$ cat src/logic/pci_defines.svh
// Widths, IDs and BAR geometry of the PCI target model, pulled in with `include where needed
`ifndef PCI_DEFINES_SVH
`define PCI_DEFINES_SVH

// ************************************************
// Bus geometry
// ************************************************

// Multiplexed address and data path
`define PCI_AD_W 32

// ************************************************
// Local memory and BAR0
// ************************************************

// Sixteen words behind BAR0
`define PCI_MEM_WORDS 16
`define PCI_MEM_AW 4

// Low address bits ignored by BAR0 decode
`define PCI_BAR_MASK_BITS 6

// Device ID in the upper half, vendor ID in the lower half
`define PCI_DEVICE_ID 32'h5A17_0E3C

`endif

$ cat src/logic/pci_pkg.sv
// Bus, request and state types of the PCI target subsystem, imported by every module
`include "pci_defines.svh"

package pci_pkg;

   // ************************************************
   // Encodings
   // ************************************************

   // Commands on cbe_n in the address phase, other codes are unsupported
   typedef enum logic [3:0] {
      cmd_mem_read  = 4'b0110,
      cmd_mem_write = 4'b0111,
      cmd_cfg_read  = 4'b1010,
      cmd_cfg_write = 4'b1011
   } pci_cmd_e;

   typedef enum logic [2:0] {
      st_idle,
      st_decode,
      st_local_wait,
      st_data,
      st_turnaround
   } tgt_state_e;

   // ************************************************
   // Bus and local side bundles
   // ************************************************

   // Lines driven by the bus master
   typedef struct packed {
      logic [`PCI_AD_W-1:0] ad;
      logic [3:0]           cbe_n;
      logic                 par;
      logic                 frame_n;
      logic                 irdy_n;
      logic                 idsel;
   } pci_mst_t;

   // Lines driven by the target, ad only valid with ad_oe
   typedef struct packed {
      logic [`PCI_AD_W-1:0] ad;
      logic                 ad_oe;
      logic                 par;
      logic                 devsel_n;
      logic                 trdy_n;
      logic                 perr_n;
   } pci_tgt_t;

   // Config access, byte enables active high
   typedef struct packed {
      logic                 strobe;
      logic                 write;
      logic [3:0]           index;
      logic [3:0]           be;
      logic [`PCI_AD_W-1:0] data;
   } cfg_req_t;

   typedef struct packed {
      logic                   strobe;
      logic                   write;
      logic [`PCI_MEM_AW-1:0] addr;
      logic [3:0]             be;
      logic [`PCI_AD_W-1:0]   data;
   } local_req_t;

endpackage

$ cat src/logic/pci_arbiter.sv
// Round-robin arbiter for two bus masters, grant only moves while the bus is idle
module pci_arbiter
   import pci_pkg::*;
(
   input  logic       clk,
   input  logic       rst_n,
   input  pci_mst_t   bus,
   input  logic [1:0] req_n,
   output logic [1:0] gnt_n
);

   logic       bus_idle;
   // Index of the most recent grantee
   logic       last_q;
   logic       next_idx;
   // Active-high grant vector
   logic [1:0] gnt_q;

   // No address or data phase in progress
   assign bus_idle = bus.frame_n & bus.irdy_n;

   // Priority to the requester not served last time
   assign next_idx = ~last_q;

   // ************************************************
   // Grant update
   // ************************************************

   always_ff @(posedge clk) begin
      if (!rst_n) begin
         gnt_q  <= 2'b00;
         last_q <= 1'b1;
      end else if (bus_idle) begin
         if (!req_n[next_idx]) begin
            // Waiting requester takes over
            gnt_q  <= 2'b01 << next_idx;
            last_q <= next_idx;
         end else if (!req_n[last_q]) begin
            // Sole requester keeps the bus
            gnt_q <= 2'b01 << last_q;
         end else begin
            // Nobody asking, no parking
            gnt_q <= 2'b00;
         end
      end
   end

   assign gnt_n = ~gnt_q;

endmodule

$ cat src/logic/pci_target.sv
// PCI target bus interface, decodes each single-data-phase access and steers it to config or memory
`include "pci_defines.svh"

module pci_target
   import pci_pkg::*;
(
   input  logic                                     clk,
   input  logic                                     rst_n,
   input  pci_mst_t                                 bus,
   output pci_tgt_t                                 tgt,
   output cfg_req_t                                 cfg,
   input  logic [`PCI_AD_W-1:0]                     cfg_rdata,
   input  logic                                     mem_enable,
   input  logic [`PCI_AD_W-`PCI_BAR_MASK_BITS-1:0] bar_base,
   output logic                                     parity_err,
   output local_req_t                               lreq,
   input  logic                                     lack,
   input  logic [`PCI_AD_W-1:0]                     lrdata
);

   tgt_state_e           state;
   pci_cmd_e             cmd_q;
   logic [`PCI_AD_W-1:0] addr_q;
   logic                 idsel_q;
   // Read data out or write data in
   logic [`PCI_AD_W-1:0] dat_q;
   logic [3:0]           be_q;

   logic devsel_n_q;
   logic trdy_n_q;
   logic ad_oe_q;
   logic par_q;
   logic lstb_q;
   logic cstb_q;
   logic chk_q;
   logic perr_pend_q;
   logic perr_n_q;
   logic parity_err_q;

   logic is_mem;
   logic is_cfg;
   logic is_write;
   logic mem_hit;
   logic cfg_hit;
   logic ready;

   assign is_mem   = (cmd_q == cmd_mem_read) || (cmd_q == cmd_mem_write);
   assign is_cfg   = (cmd_q == cmd_cfg_read) || (cmd_q == cmd_cfg_write);
   assign is_write = (cmd_q == cmd_mem_write) || (cmd_q == cmd_cfg_write);
   assign mem_hit  = is_mem && mem_enable &&
                     (addr_q[`PCI_AD_W-1:`PCI_BAR_MASK_BITS] == bar_base);
   assign cfg_hit  = is_cfg && idsel_q;
   // Memory reads hold off until the local ack
   assign ready    = (cmd_q == cmd_mem_read) ? lack : 1'b1;

   // ************************************************
   // Address, command and data capture
   // ************************************************

   always_ff @(posedge clk) begin
      if (state == st_idle && !bus.frame_n) begin
         addr_q  <= bus.ad;
         cmd_q   <= pci_cmd_e'(bus.cbe_n);
         idsel_q <= bus.idsel;
      end
      if (state == st_local_wait && ready && !is_write) begin
         dat_q <= (cmd_q == cmd_mem_read) ? lrdata : cfg_rdata;
      end
      if (state == st_data && !bus.irdy_n) begin
         be_q <= ~bus.cbe_n;
         if (is_write) begin
            dat_q <= bus.ad;
         end
      end
   end

   // ************************************************
   // Target FSM
   // ************************************************

   always_ff @(posedge clk) begin
      if (!rst_n) begin
         state      <= st_idle;
         devsel_n_q <= 1'b1;
         trdy_n_q   <= 1'b1;
         ad_oe_q    <= 1'b0;
         lstb_q     <= 1'b0;
         cstb_q     <= 1'b0;
      end else begin
         // Strobes are single-cycle pulses
         lstb_q <= 1'b0;
         cstb_q <= 1'b0;
         case (state)
            st_idle: begin
               if (!bus.frame_n) begin
                  state <= st_decode;
               end
            end
            st_decode: begin
               // Medium decode
               if (mem_hit || cfg_hit) begin
                  devsel_n_q <= 1'b0;
                  state      <= st_local_wait;
                  // Reads are issued now
                  if (!is_write) begin
                     lstb_q <= mem_hit;
                     cstb_q <= cfg_hit;
                  end
               end else begin
                  state <= st_idle;
               end
            end
            st_local_wait: begin
               if (ready) begin
                  trdy_n_q <= 1'b0;
                  ad_oe_q  <= !is_write;
                  state    <= st_data;
               end
            end
            st_data: begin
               // Held here as long as irdy_n stays high
               if (!bus.irdy_n) begin
                  devsel_n_q <= 1'b1;
                  trdy_n_q   <= 1'b1;
                  ad_oe_q    <= 1'b0;
                  lstb_q     <= is_write && is_mem;
                  cstb_q     <= is_write && is_cfg;
                  state      <= st_turnaround;
               end
            end
            st_turnaround: begin
               state <= st_idle;
            end
            default: begin
               state <= st_idle;
            end
         endcase
      end
   end

   // ************************************************
   // Parity
   // ************************************************

   always_ff @(posedge clk) begin
      if (!rst_n) begin
         par_q        <= 1'b0;
         chk_q        <= 1'b0;
         perr_pend_q  <= 1'b0;
         perr_n_q     <= 1'b1;
         parity_err_q <= 1'b0;
      end else begin
         // par trails the driven ad by one clock
         par_q        <= ad_oe_q & (^{dat_q, bus.cbe_n});
         // Master par for write data shows up one clock after D
         chk_q        <= (state == st_data) && !bus.irdy_n && is_write && is_mem;
         perr_pend_q  <= chk_q && (bus.par != ^{dat_q, ~be_q});
         perr_n_q     <= ~perr_pend_q;
         parity_err_q <= perr_pend_q;
      end
   end

   always_comb begin
      tgt.ad       = dat_q;
      tgt.ad_oe    = ad_oe_q;
      tgt.par      = par_q;
      tgt.devsel_n = devsel_n_q;
      tgt.trdy_n   = trdy_n_q;
      tgt.perr_n   = perr_n_q;
   end

   always_comb begin
      cfg.strobe = cstb_q;
      cfg.write  = is_write;
      cfg.index  = addr_q[5:2];
      cfg.be     = be_q;
      cfg.data   = dat_q;
   end

   always_comb begin
      lreq.strobe = lstb_q;
      lreq.write  = is_write;
      lreq.addr   = addr_q[2 +: `PCI_MEM_AW];
      lreq.be     = be_q;
      lreq.data   = dat_q;
   end

   assign parity_err = parity_err_q;

endmodule

$ cat src/logic/pci_config.sv
// PCI configuration space with ID, command and status, and BAR0, written and read by the target
`include "pci_defines.svh"

module pci_config
   import pci_pkg::*;
(
   input  logic                                     clk,
   input  logic                                     rst_n,
   input  cfg_req_t                                 cfg,
   output logic [`PCI_AD_W-1:0]                     rdata,
   input  logic                                     parity_err,
   output logic                                     mem_enable,
   output logic [`PCI_AD_W-`PCI_BAR_MASK_BITS-1:0] bar_base
);

   localparam int unsigned bar_w = `PCI_AD_W - `PCI_BAR_MASK_BITS;

   logic                 mem_en_q;
   // Status bit 15, parity error detected
   logic                 perr_det_q;
   logic [bar_w-1:0]     bar_q;
   logic [`PCI_AD_W-1:0] bar_wr;
   logic                 wr_cmd;
   logic                 wr_bar;

   assign wr_cmd = cfg.strobe && cfg.write && (cfg.index == 4'd1);
   assign wr_bar = cfg.strobe && cfg.write && (cfg.index == 4'd4);

   // Byte-lane merge for BAR0
   always_comb begin
      bar_wr = {bar_q, {`PCI_BAR_MASK_BITS{1'b0}}};
      for (int i = 0; i < 4; i++) begin
         if (cfg.be[i]) begin
            bar_wr[8*i +: 8] = cfg.data[8*i +: 8];
         end
      end
   end

   always_ff @(posedge clk) begin
      if (!rst_n) begin
         mem_en_q   <= 1'b0;
         perr_det_q <= 1'b0;
         bar_q      <= '0;
      end else begin
         if (wr_cmd && cfg.be[0]) begin
            mem_en_q <= cfg.data[1];
         end
         // Status half of dword 1 is write-one-to-clear
         if (parity_err) begin
            perr_det_q <= 1'b1;
         end else if (wr_cmd && cfg.be[3] && cfg.data[31]) begin
            perr_det_q <= 1'b0;
         end
         if (wr_bar) begin
            bar_q <= bar_wr[`PCI_AD_W-1:`PCI_BAR_MASK_BITS];
         end
      end
   end

   // Read mux by dword index
   always_comb begin
      case (cfg.index)
         4'd0:    rdata = `PCI_DEVICE_ID;
         4'd1:    rdata = {perr_det_q, 29'd0, mem_en_q, 1'b0};
         4'd4:    rdata = {bar_q, {`PCI_BAR_MASK_BITS{1'b0}}};
         default: rdata = '0;
      endcase
   end

   assign mem_enable = mem_en_q;
   assign bar_base   = bar_q;

endmodule

$ cat src/logic/local_mem.sv
// Local application memory behind BAR0, answering each request strobe one cycle later
`include "pci_defines.svh"

module local_mem
   import pci_pkg::*;
(
   input  logic                 clk,
   input  logic                 rst_n,
   input  local_req_t           req,
   output logic                 ack,
   output logic [`PCI_AD_W-1:0] rdata
);

   logic [`PCI_AD_W-1:0] mem [`PCI_MEM_WORDS];
   logic                 ack_q;

   // Storage and ack, cleared on reset
   always_ff @(posedge clk) begin
      if (!rst_n) begin
         ack_q <= 1'b0;
         for (int i = 0; i < `PCI_MEM_WORDS; i++) begin
            mem[i] <= '0;
         end
      end else begin
         ack_q <= req.strobe;
         if (req.strobe && req.write) begin
            for (int b = 0; b < 4; b++) begin
               if (req.be[b]) begin
                  mem[req.addr][8*b +: 8] <= req.data[8*b +: 8];
               end
            end
         end
      end
   end

   // Read data lines up with ack
   always_ff @(posedge clk) begin
      if (req.strobe && !req.write) begin
         rdata <= mem[req.addr];
      end
   end

   assign ack = ack_q;

endmodule

$ cat src/logic/pci_subsys.sv
// Top level of the PCI target subsystem that ties arbiter, target, config space and memory together
`include "pci_defines.svh"

module pci_subsys
   import pci_pkg::*;
(
   input  logic       clk,
   input  logic       rst_n,
   input  pci_mst_t   bus,
   output pci_tgt_t   tgt,
   input  logic [1:0] req_n,
   output logic [1:0] gnt_n
);

   // Target to config space
   cfg_req_t                                 cfg;
   logic [`PCI_AD_W-1:0]                     cfg_rdata;
   logic                                     mem_enable;
   logic [`PCI_AD_W-`PCI_BAR_MASK_BITS-1:0] bar_base;
   logic                                     parity_err;

   // Target to local memory
   local_req_t                               lreq;
   logic                                     lack;
   logic [`PCI_AD_W-1:0]                     lrdata;

   pci_arbiter i_pci_arbiter (
      .clk   (clk),
      .rst_n (rst_n),
      .bus   (bus),
      .req_n (req_n),
      .gnt_n (gnt_n)
   );

   pci_target i_pci_target (
      .clk        (clk),
      .rst_n      (rst_n),
      .bus        (bus),
      .tgt        (tgt),
      .cfg        (cfg),
      .cfg_rdata  (cfg_rdata),
      .mem_enable (mem_enable),
      .bar_base   (bar_base),
      .parity_err (parity_err),
      .lreq       (lreq),
      .lack       (lack),
      .lrdata     (lrdata)
   );

   pci_config i_pci_config (
      .clk        (clk),
      .rst_n      (rst_n),
      .cfg        (cfg),
      .rdata      (cfg_rdata),
      .parity_err (parity_err),
      .mem_enable (mem_enable),
      .bar_base   (bar_base)
   );

   local_mem i_local_mem (
      .clk   (clk),
      .rst_n (rst_n),
      .req   (lreq),
      .ack   (lack),
      .rdata (lrdata)
   );

endmodule

$ cat config.mk
export PLATFORM = sky130hd
export DESIGN_NAME = pci_subsys
export DESIGN_NICKNAME = d
export VERILOG_FILES = /design/src/logic/pci_pkg.sv /design/src/logic/pci_arbiter.sv /design/src/logic/pci_target.sv /design/src/logic/pci_config.sv /design/src/logic/local_mem.sv /design/src/logic/pci_subsys.sv
export VERILOG_INCLUDE_DIRS = /design/src /design/src/logic
export SDC_FILE = /design/constraint.sdc
export NUM_CORES = 1
export LEC_CHECK = 0
export BUFFER_PORTS_ARGS = -buffer_cell sky130_fd_sc_hd__buf_4
export CELL_PAD_IN_SITES_DETAIL_PLACEMENT = 0
export CELL_PAD_IN_SITES_GLOBAL_PLACEMENT = 2
export CORE_MARGIN = 4
export CORE_UTILIZATION = 40
export DETAILED_ROUTE_END_ITERATION = 6
export PLACE_DENSITY_LB_ADDON = 0.1
export SETUP_SLACK_MARGIN = 0.05
export SLEW_MARGIN = 40
export SYNTH_ARGS = -nofsm -noshare
export SYNTH_HDL_FRONTEND = slang
export SYNTH_HIERARCHICAL = 1
export SYNTH_SLANG_ARGS = --single-unit
$ cat constraint.sdc
create_clock -name clk -period 5 [get_ports clk]
set_input_delay 1 -clock clk [delete_from_list [all_inputs] [get_ports clk]]
set_output_delay 1 -clock clk [all_outputs]
set_load 0.01 [all_outputs]
# Word-level counts from Yosys, hierarchy flattened
# Memories as Yosys holds them, arrays and structs flattened. A register that Yosys moved wholly into a read port is not among the register bits.
# Index checks and enable logic that the tools add are counted.
[word_totals]
register_bits = 118
latchBits = 0
ramBits = 512
romBits = 0
out_inout_bits = 39
word_cells = 151
n_memories = 1
[op_classes]
addsub = 0
multipliers = 0
div = 0
n_lt_le_gt_ge = 2
eq_ne = 15
shift = 2
muxes = 55
bitwise_logic = 8
n_reduce_logical = 43
[mem_list]
columns = ["memory", "words", "width", "rd", "rd_ports_with_merged_regs", "wr", "line_no", "source"]
rows = [
  ["i_local_mem.mem", 16, 32, 1, 1, 16, "local_mem.sv:14", "logic [`PCI_AD_W-1:0] mem [`PCI_MEM_WORDS];"],
]
[ops]
columns = ["cell", "count"]
rows = [
  ["$mux 32", 5],
  ["$pmux 32 s3", 1],
  ["$reduce_xor 36->1", 2],
  ["$mux 1", 35],
  ["$reduce_or 32->1", 1],
  ["$eq 26x26->1", 1],
  ["$logic_and 1x1->1", 20],
  ["$eq 4x3->1 const B", 3],
  ["$pmux 3 s4", 1],
  ["$pmux 1 s2", 5],
  ["$reduce_and 2->1", 5],
  ["$mux 3", 3],
  ["$reduce_and 3->1", 3],
  ["$eq 4x4->1 const B", 2],
  ["$mux 4", 2],
  ["$not 4->4", 2],
  ["$eq 3x2->1 const B", 2],
  ["$mux 2", 3],
  ["$reduce_bool 2->1", 3],
  ["$eq 4x1->1 const B", 1],
  ["$logic_not 4->1", 1],
  ["$logic_or 1x1->1", 4],
  ["$lt 1x2->1 const B", 2],
  ["$ne 2x1->1 const B", 2],
  ["other kinds (9)", 16],
]

# Logic depth before layout (Yosys ltp)
# Gate-level depths: netlist of the first run.
[logic_depth]
word_depth = 8
mapped_depth = 9
depth_no_buf = 6

# Hierarchy
# The synthesis of the first run kept the hierarchy.
[by_module_without_submodules]
columns = ["mod", "instances", "cells_each", "area_each_um2"]
rows = [
  ["local_mem", 1, 1557, 23161.0],
  ["pci_target", 1, 475, 4616.9],
  ["pci_config", 1, 179, 1446.4],
  ["pci_arbiter", 1, 16, 137.6],
]

# Worst setup path after synthesis of the first run
# Ideal clock, no wire load.
[synth_path]
kind = "input -> register"
from = "input bus[2] (netlist bit)"
to = "register i_pci_target.addr_q[10], enable pin"
setup_time_ps = 515
t_arrival_ps = 4346
required_time_ps = 4485
slack_ps = 139
stages = 1
n_path_buf = 0
path_cell_list = "nor4_1"
[synth_via]
elab_chain_cells = 2
[synth_lines]
columns = ["element", "line_no", "source"]
rows = [
  ["start, declared", "pci_subsys.sv:9", "input pci_mst_t bus,"],
  ["$logic_not 1->1", "pci_target.sv:61", "if (state == st_idle && !bus.frame_n) begin"],
  ["$logic_and 1x1->1", "pci_target.sv:61", ""],
  ["end signal, assigned", "pci_target.sv:62", "addr_q <= bus.ad;"],
  ["end, declared", "pci_target.sv:23", "logic [`PCI_AD_W-1:0] addr_q;"],
]
# Every way passes these cells.
# A chain may end at the register's enable or synchronous reset.

==> results of run 1 <==
==> final cells by class <==
class	instances	area share
tap	959	0.0366
multi-input combinational	1283	0.269
timing repair buffer	166	0.0402
inverter	20	0.00229
clock inverter	30	0.00775
clock buffer	102	0.0631
sequential	660	0.581
==> metrics by stage <==
stage | std cells | setup WS (ns) | util
CTS | 3219 | 1.65 | 0.449
detailed placement | 3087 | 1.65 | 0.418
global placement | 3085 | 1.42 | 0.417
finish | 3220 | 1.77 | 0.450
floorplan | 2227 | 0.139 | -
global route | 3220 | 1.60 | 0.450
==> logic make-up (layout without fill, tap and decap cells) <==
kind of cell,count (synthesis),count (layout),share of synthesized area
AND/OR/NAND/NOR,809,809,0.116
flip-flops,660,660,0.649
buffers and inverters,284,318,0.0533
AO/OA/AOI/OAI,219,219,0.0440
multiplexers,189,189,0.119
XOR/XNOR,65,65,0.0194
other,1,1,0.000128
==> cell usage in the layout, fill, tap and decap left out, types with 8 or more instances in the layout <==
cell type  count
nand2_1      169
clkinv_2      11
o21ai_1       39
o21ai_0       52
mux4_2       128
buf_4        162
clkbuf_1      19
and2_1        52
a22oi_1       65
edfxtp_1     583
inv_1         20
xor2_1        22
nor2_1       520
nand4_1        8
nand3_1        8
clkbuf_16     76
clkinv_1      12
dfxtp_1       77
mux2i_1       61
xnor2_1       43
a21oi_1       46
==> path summary, 6_finish.rpt <==
kind                              to  depth (start not counted)
max            i_local_mem/rdata[25]                          5
min          i_pci_target/devsel_n_q                          1
max reg2reg    i_local_mem/rdata[25]                          5
min reg2reg  i_pci_target/devsel_n_q                          1
==> layer usage <==
layer | up-vias | share of wire | GRT usage
met1 | 8941 | 0.48 | 0.309
met2 | 477 | 0.45 | 0.304
met3 | 77 | 0.056 | 0.0271
met4 | 0 | 0.014 | 0.0429
li1 | 7871 | - | -
met5 | - | 0 | 0
==> state kept, by name, indices dropped and copies added, names as in the netlist <==
signal                    count
i_local_mem/mem             512
i_local_mem/rdata            32
i_pci_target/dat_q           32
i_pci_target/addr_q          30
i_pci_config/bar_base        26
i_pci_target/be_q             4
i_pci_target/cmd_q            4
i_pci_target/state            3
i_pci_arbiter/gnt_q           2
i_local_mem/ack               1
i_pci_arbiter/last_q          1
i_pci_config/mem_enable       1
i_pci_config/perr_det_q       1
i_pci_target/ad_oe_q          1
i_pci_target/chk_q            1
i_pci_target/cstb_q           1
i_pci_target/devsel_n_q       1
i_pci_target/idsel_q          1
i_pci_target/lstb_q           1
i_pci_target/par_q            1
i_pci_target/parity_err       1
i_pci_target/perr_n_q         1
i_pci_target/perr_pend_q      1
i_pci_target/trdy_n_q         1
==> report_power, final <==
| part | switching, mW | internal (mW) | total [mW] |
|---|---|---|---|
| registers | 0.221 | 6.21 | 6.43 |
| logic | 0.721 | 0.568 | 1.29 |
| clock network | 2.13 | 3.09 | 5.22 |
==> flow_summary_export.csv, run 1 <==
group,metric,value,unit
synth,synth_top_cell_area_share,0.596,
sta,period_needed,3.23,ns
clocking,holdBufCountCts,0,
clocking,htree_levels,3,
power,power.total,12.9,mW
critical_path,reg2reg_slack,1.77,ns
critical_path,worstPathMaxFanout,73,
floorplan,start_util,0.403,
clocking,post_cts_buffers,0,
critical_path,critPathMaxStageDelay,0.61,ns
critical_path,cp-start-kind,"flop",
sta,finalClockSkew,0.0217,ns
detailed_routing,wl,77700,µm
global_routing,grt-ovfl-total,0,
critical_path,crit_family,"buffers and inverters",
cells_and_area,design_area,0.0328,mm²
synth,ys_warn_count,6,
synth,postSynthCellCount,2227,
detailed_routing,num_vias,17400,
cells_and_area,nets,2249,
clocking,cts.path.max_buffers,3,
cells_and_area,fill_cells,6558,
sta,timing.slew.headroom,0.449,
global_routing,antenna_found_initial,0,
global_routing,grt_usage,0.200,
sta,fin_crit_sh,0.646,
synth,synth_top_area_cell,"edfxtp_1",
synth,ys_types,48,
floorplan,die_x,279,µm
sta,finalSetupViolCount,0,
synth,synth_area_per_cell,13.2,µm²
synth,synth_area_leaders,"edfxtp_1, mux4_2, nor2_1",
cells_and_area,multi_input_area,0.00883,mm²
floorplan,num_io_pins,83,
synth,synthFlopType,"edfxtp_1",
sta,whs,0.469,ns
cells_and_area,regArea,0.0190,mm²
placement,dp.final_hpwl,52800,µm
floorplan,core.rowCount,99,
global_routing,grt_pass1_vias,17500,
sta,fin_tns_setup,0,ns
global_routing,grt_pass1_wl,117000,µm
synth,asyncSetResetFlopFracSynth,0,
critical_path,cp.arrival,3.55,ns
clocking,clock-sinks,660,
clocking,numCtsBuffers,74,
synth,seq_area_frac_synth,0.649,
clocking,cts_tree,"built",
critical_path,cpMaxStageDelayCell,"edfxtp_1",
clocking,post_cts_resize_count,0,
cells_and_area,area_delta_synth_final,11.7,%
critical_path,cp-end-kind,"flop",
global_routing,grt_max_degree,74,
synth,synth_enable_flop_cells,583,
critical_path,critPathRequiredTime,5.31,ns
detailed_routing,final_antenna_net_count,0,
placement,numPortBuffers,82,
critical_path,r2r-start,"i_pci_target/addr_q[2]",
synth,synth_common_cells,"edfxtp_1, nor2_1, nand2_1",
clocking,cts-root-buf,"clkbuf_16",
critical_path,crit_start,"i_pci_target/addr_q[2]",
floorplan,fp.dieArea,0.0778,mm²
critical_path,path_class,"reg2reg",
synth,syn_nets,2271,
synth,ys_ff_latch,660,
sta,slew_violations,0,
power,power.leakage,10.9,nW
detailed_routing,via_per_inst,5.39,
floorplan,core,0.0728,mm²
cells_and_area,n_antenna_cell,0,
power,p_per_area,395,mW/mm²
status,status,"complete, no violations",
detailed_routing,detail_route.drc_violations,0,
sta,rsz0062_at_grt,"no",
cells_and_area,drive_gt1_frac,0.184,
sta,finalHoldViolCount,0,
detailed_routing,drt_iter0_drc,1590,
detailed_routing,first_pass_iters,5,
min_path,hp-start,"i_pci_target/devsel_n_q",
clocking,clk_pin_slew,0.06,ns
critical_path,path_cells,"buf_12 -> buf_4 -> mux4_2 -> a22oi_1 -> nand2_1",
placement,dpl_cell_area,0.0304,mm²
critical_path,path_buf_inv,2,
placement,gp_congestion,0.778,
synth,yosysMostFrequentCell,"edfxtp_1",
min_path,holdCritPathClass,"reg2reg",
clocking,clk_latency,0.60,ns
synth,synth_area,0.0294,mm²
sta,tightest_slew,0.824,ns
floorplan,die_h,279,µm
power,irDropWorstVdd,0.438,mV
detailed_routing,routedWlPerCell,24.1,µm
sta,clock.fmax,0.310,GHz
flow_run,max-cap-violations,0,
(Power assumes the default switching activity.)
==> run 2: changes to the inputs <==
--- a/config.mk
+++ b/config.mk
@@ -6,11 +6,12 @@
 export SDC_FILE = /design/constraint.sdc
 export NUM_CORES = 1
 export LEC_CHECK = 0
+export ABC_AREA = 1
 export BUFFER_PORTS_ARGS = -buffer_cell sky130_fd_sc_hd__buf_4
 export CELL_PAD_IN_SITES_DETAIL_PLACEMENT = 0
 export CELL_PAD_IN_SITES_GLOBAL_PLACEMENT = 2
 export CORE_MARGIN = 4
-export CORE_UTILIZATION = 40
+export CORE_UTILIZATION = 39
 export DETAILED_ROUTE_END_ITERATION = 6
 export PLACE_DENSITY_LB_ADDON = 0.1
 export SETUP_SLACK_MARGIN = 0.05
==> constraint.sdc (replaced) <==
create_clock -name clk -period 3 [get_ports clk]
set_input_delay 0.6 -clock clk [delete_from_list [all_inputs] [get_ports clk]]
set_output_delay 0.6 -clock clk [all_outputs]
set_load 0.01 [all_outputs]
==> run 2 against run 1 <==
Effect of this change: core utilization shrank 1.4 points; first-iteration DRC count grew 20%; clock power grew 80%; critical path type unchanged; final area grew 8.9%; sequential cell count is the same; die area grew 12%; wire length grew 29%; critical path depth grew 3; area after synthesis grew 9.5%.
==> flow_summary_export.csv, run 2 <==
group,metric,value,unit
cells_and_area,layout_commonest_cell,"nand2_1",
synth,synthFlopType,"edfxtp_1",
power,irDropWorstVdd,0.432,mV
sta,period_needed,2.77,ns
detailed_routing,routedWlPerCell,20.6,µm
placement,dp.final_hpwl,67000,µm
power,p_per_area,712,mW/mm²
synth,seq_area_frac_synth,0.592,
cells_and_area,final_util,0.436,
synth,ys_ff_latch,660,
placement,place_inst,4725,
synth,syn_nets,3813,
clocking,clk_pin_slew,0.06,ns
sta,tightest_slew,0.834,ns
global_routing,grt_pass1_wl,148000,µm
synth,synth_common_cells,"nand2_1, nor2_1, edfxtp_1",
min_path,holdCritPathClass,"in2reg",
cells_and_area,n_antenna_cell,0,
power,power.total,25.4,mW
floorplan,core,0.0818,mm²
critical_path,critPathRequiredTime,3.28,ns
synth,yosysMostFrequentCell,"nand2_1",
clocking,clk_latency,0.62,ns
clocking,cts_tree,"built",
global_routing,grt_pass1_vias,23800,
floorplan,start_util,0.393,
critical_path,path_buf_inv,1,
global_routing,grt-ovfl-total,0,
sta,rsz0062_at_grt,"no",
clocking,post_cts_buffers,0,
sta,timing.slew.headroom,0.440,
cells_and_area,area_delta_synth_final,11.1,%
global_routing,grt_usage,0.229,
critical_path,cpMaxStageDelayCell,"edfxtp_1",
cells_and_area,fill_cells,8138,
critical_path,reg2reg_depth,8,
cells_and_area,top_register,"i_local_mem/mem",
detailed_routing,via_per_inst,4.94,
detailed_routing,first_pass_iters,5,
sta,finalSetupViolCount,0,
floorplan,num_io_pins,83,
critical_path,cp-end-kind,"flop",
detailed_routing,drt_iter0_drc,1909,
placement,gp_congestion,0.831,
cells_and_area,stdcell_count,4870,
detailed_routing,wl,100000,µm
critical_path,cp.arrival,3.05,ns
synth,synth_enable_flop_cells,583,
clocking,holdBufCountCts,0,
critical_path,path_cells,"nor2_4 -> nand3_2 -> nand2_2 -> nand2_1 -> nor2_1 -> buf_4 -> nand2_1 -> nand2_1",
synth,synth_area_leaders,"edfxtp_1, nand2_1, nor2_1",
sta,fin_tns_setup,0,ns
sta,finalClockSkew,0.0191,ns
synth,asyncSetResetFlopFracSynth,0,
cells_and_area,drive_gt1_frac,0.101,
floorplan,core.rowCount,105,
sta,slew_violations,0,
synth,synthMuxAreaShare,0.0112,
synth,synth_top_family_by_area,"simple AND/OR/NAND/NOR gates",
synth,synth-compound-area-share,0.0161,
global_routing,grt_max_degree,137,
cells_and_area,largest_register_ff_count,512,
floorplan,die_h,295,µm
critical_path,worstPathMaxFanout,16,
cells_and_area,reg.largest.list,"i_local_mem/mem x512, i_local_mem/rdata x32, i_pci_target/dat_q x32",
synth,synthAdderAreaFrac,0,
clocking,clock-sinks,660,
sta,finalHoldViolCount,0,
synth,synth_area,0.0322,mm²
synth,ys_types,43,
critical_path,crit_cells,8,
synth,synth_top_cell_area_share,0.544,
global_routing,antenna_found_initial,1,
sta,clock.fmax,0.361,GHz
critical_path,path_class,"reg2reg",
detailed_routing,detail_route.drc_violations,0,
cells_and_area,nets,3780,
detailed_routing,final_antenna_net_count,0,
critical_path,cp-start-kind,"flop",
synth,synth_top_area_cell,"edfxtp_1",
clocking,numCtsBuffers,79,
min_path,whs_path_depth,1,
floorplan,fp.dieArea,0.0871,mm²
critical_path,crit_top_cell,"nand2_1",
synth,postSynthCellCount,3769,
power,power.leakage,15.5,nW
detailed_routing,num_vias,24100,
critical_path,critPathMaxStageDelay,0.45,ns
floorplan,die_x,295,µm
placement,numPortBuffers,82,
flow_run,max-cap-violations,0,
clocking,post_cts_resize_count,0,
clocking,htree_levels,3,
clocking,cts.path.max_buffers,3,
synth,synthXorXnorAreaFrac,0.0117,
synth,ys_warn_count,6,
cells_and_area,mostFrequentLayoutCells,"nand2_1, nor2_1, edfxtp_1, inv_1, buf_4",
synth,synth_simple_gate_area_share,0.296,
status,status,"complete, no violations",
clocking,cts-root-buf,"clkbuf_16",
synth,synth_area_per_cell,8.53,µm²
critical_path,crit_family,"simple AND/OR/NAND/NOR gates",
sta,fin_crit_sh,0.923,
## run 2: changes by cell type after synthesis, moves of 19 or more
cell	change
inv_1	+185
nor2_1	+166
mux4_2	-128
and2_1	-53
o21ai_0	-57
nand4_1	+20
clkbuf_1	-24
nand2_1	+1538
a22oi_1	-65
mux2i_1	-61
mux2_2	+32
xnor2_1	-19
## run 2: path summary, 6_finish.rpt
path	startpoint	to	slack (ns)
hold reg to reg	i_pci_target/perr_pend_q	i_pci_target/perr_n_q	0.40
hold / removal	bus[21]	i_pci_target/addr_q[13]	0.17
setup / recovery	i_pci_target/cmd_q[3]	i_local_mem/mem[9][2]	0.23
setup reg to reg	i_pci_target/cmd_q[3]	i_local_mem/mem[9][2]	0.23
## run 2: power by group
group          internal, mW  switching, mW
combinational          1.23           3.80
sequential             10.5          0.591
clock                  5.51           3.86
## run 2: through the flow
stage | setup WS, ns | hold WS [ns] | instance area, µm²
after floorplan | 0.320 | 0.363 | 32200
after global placement | 0.252 | 0.397 | 33200
after detailed placement | 0.270 | 0.390 | 33200
after CTS | 0.259 | 0.130 | 35700
after global routing | 0.0550 | 0.145 | 35700
final | 0.230 | 0.171 | 35700
## run 2: cells by family (layout without fill, tap and decap cells)
logic type / count (synthesis) / in the layout
buf+inv: 478 / 509
xor+xnor: 43 / 43
mux: 32 / 32
simple gates: 2469 / 2469
other cells: 1 / 1
flops: 660 / 660
compound gates: 86 / 86
## run 2: cell type report
cell class | instances | area [µm²] | area share
sequential | 660 | 19000 | 0.533
multi-input combinational | 2631 | 10800 | 0.302
clock buffer | 101 | 2140 | 0.0600
tap | 1070 | 1340 | 0.0375
timing repair buffer | 144 | 1160 | 0.0324
inverter | 220 | 841 | 0.0235
clock inverter | 44 | 395 | 0.0111
## run 2: routing by layer
metal,GRT usage,vias to the layer above,part of all wire
met3,0.0542,165,0.080
met1,0.299,11400,0.43
met2,0.377,865,0.46
li1,-,11700,-
met5,0,-,0
met4,0.0799,0,0.032
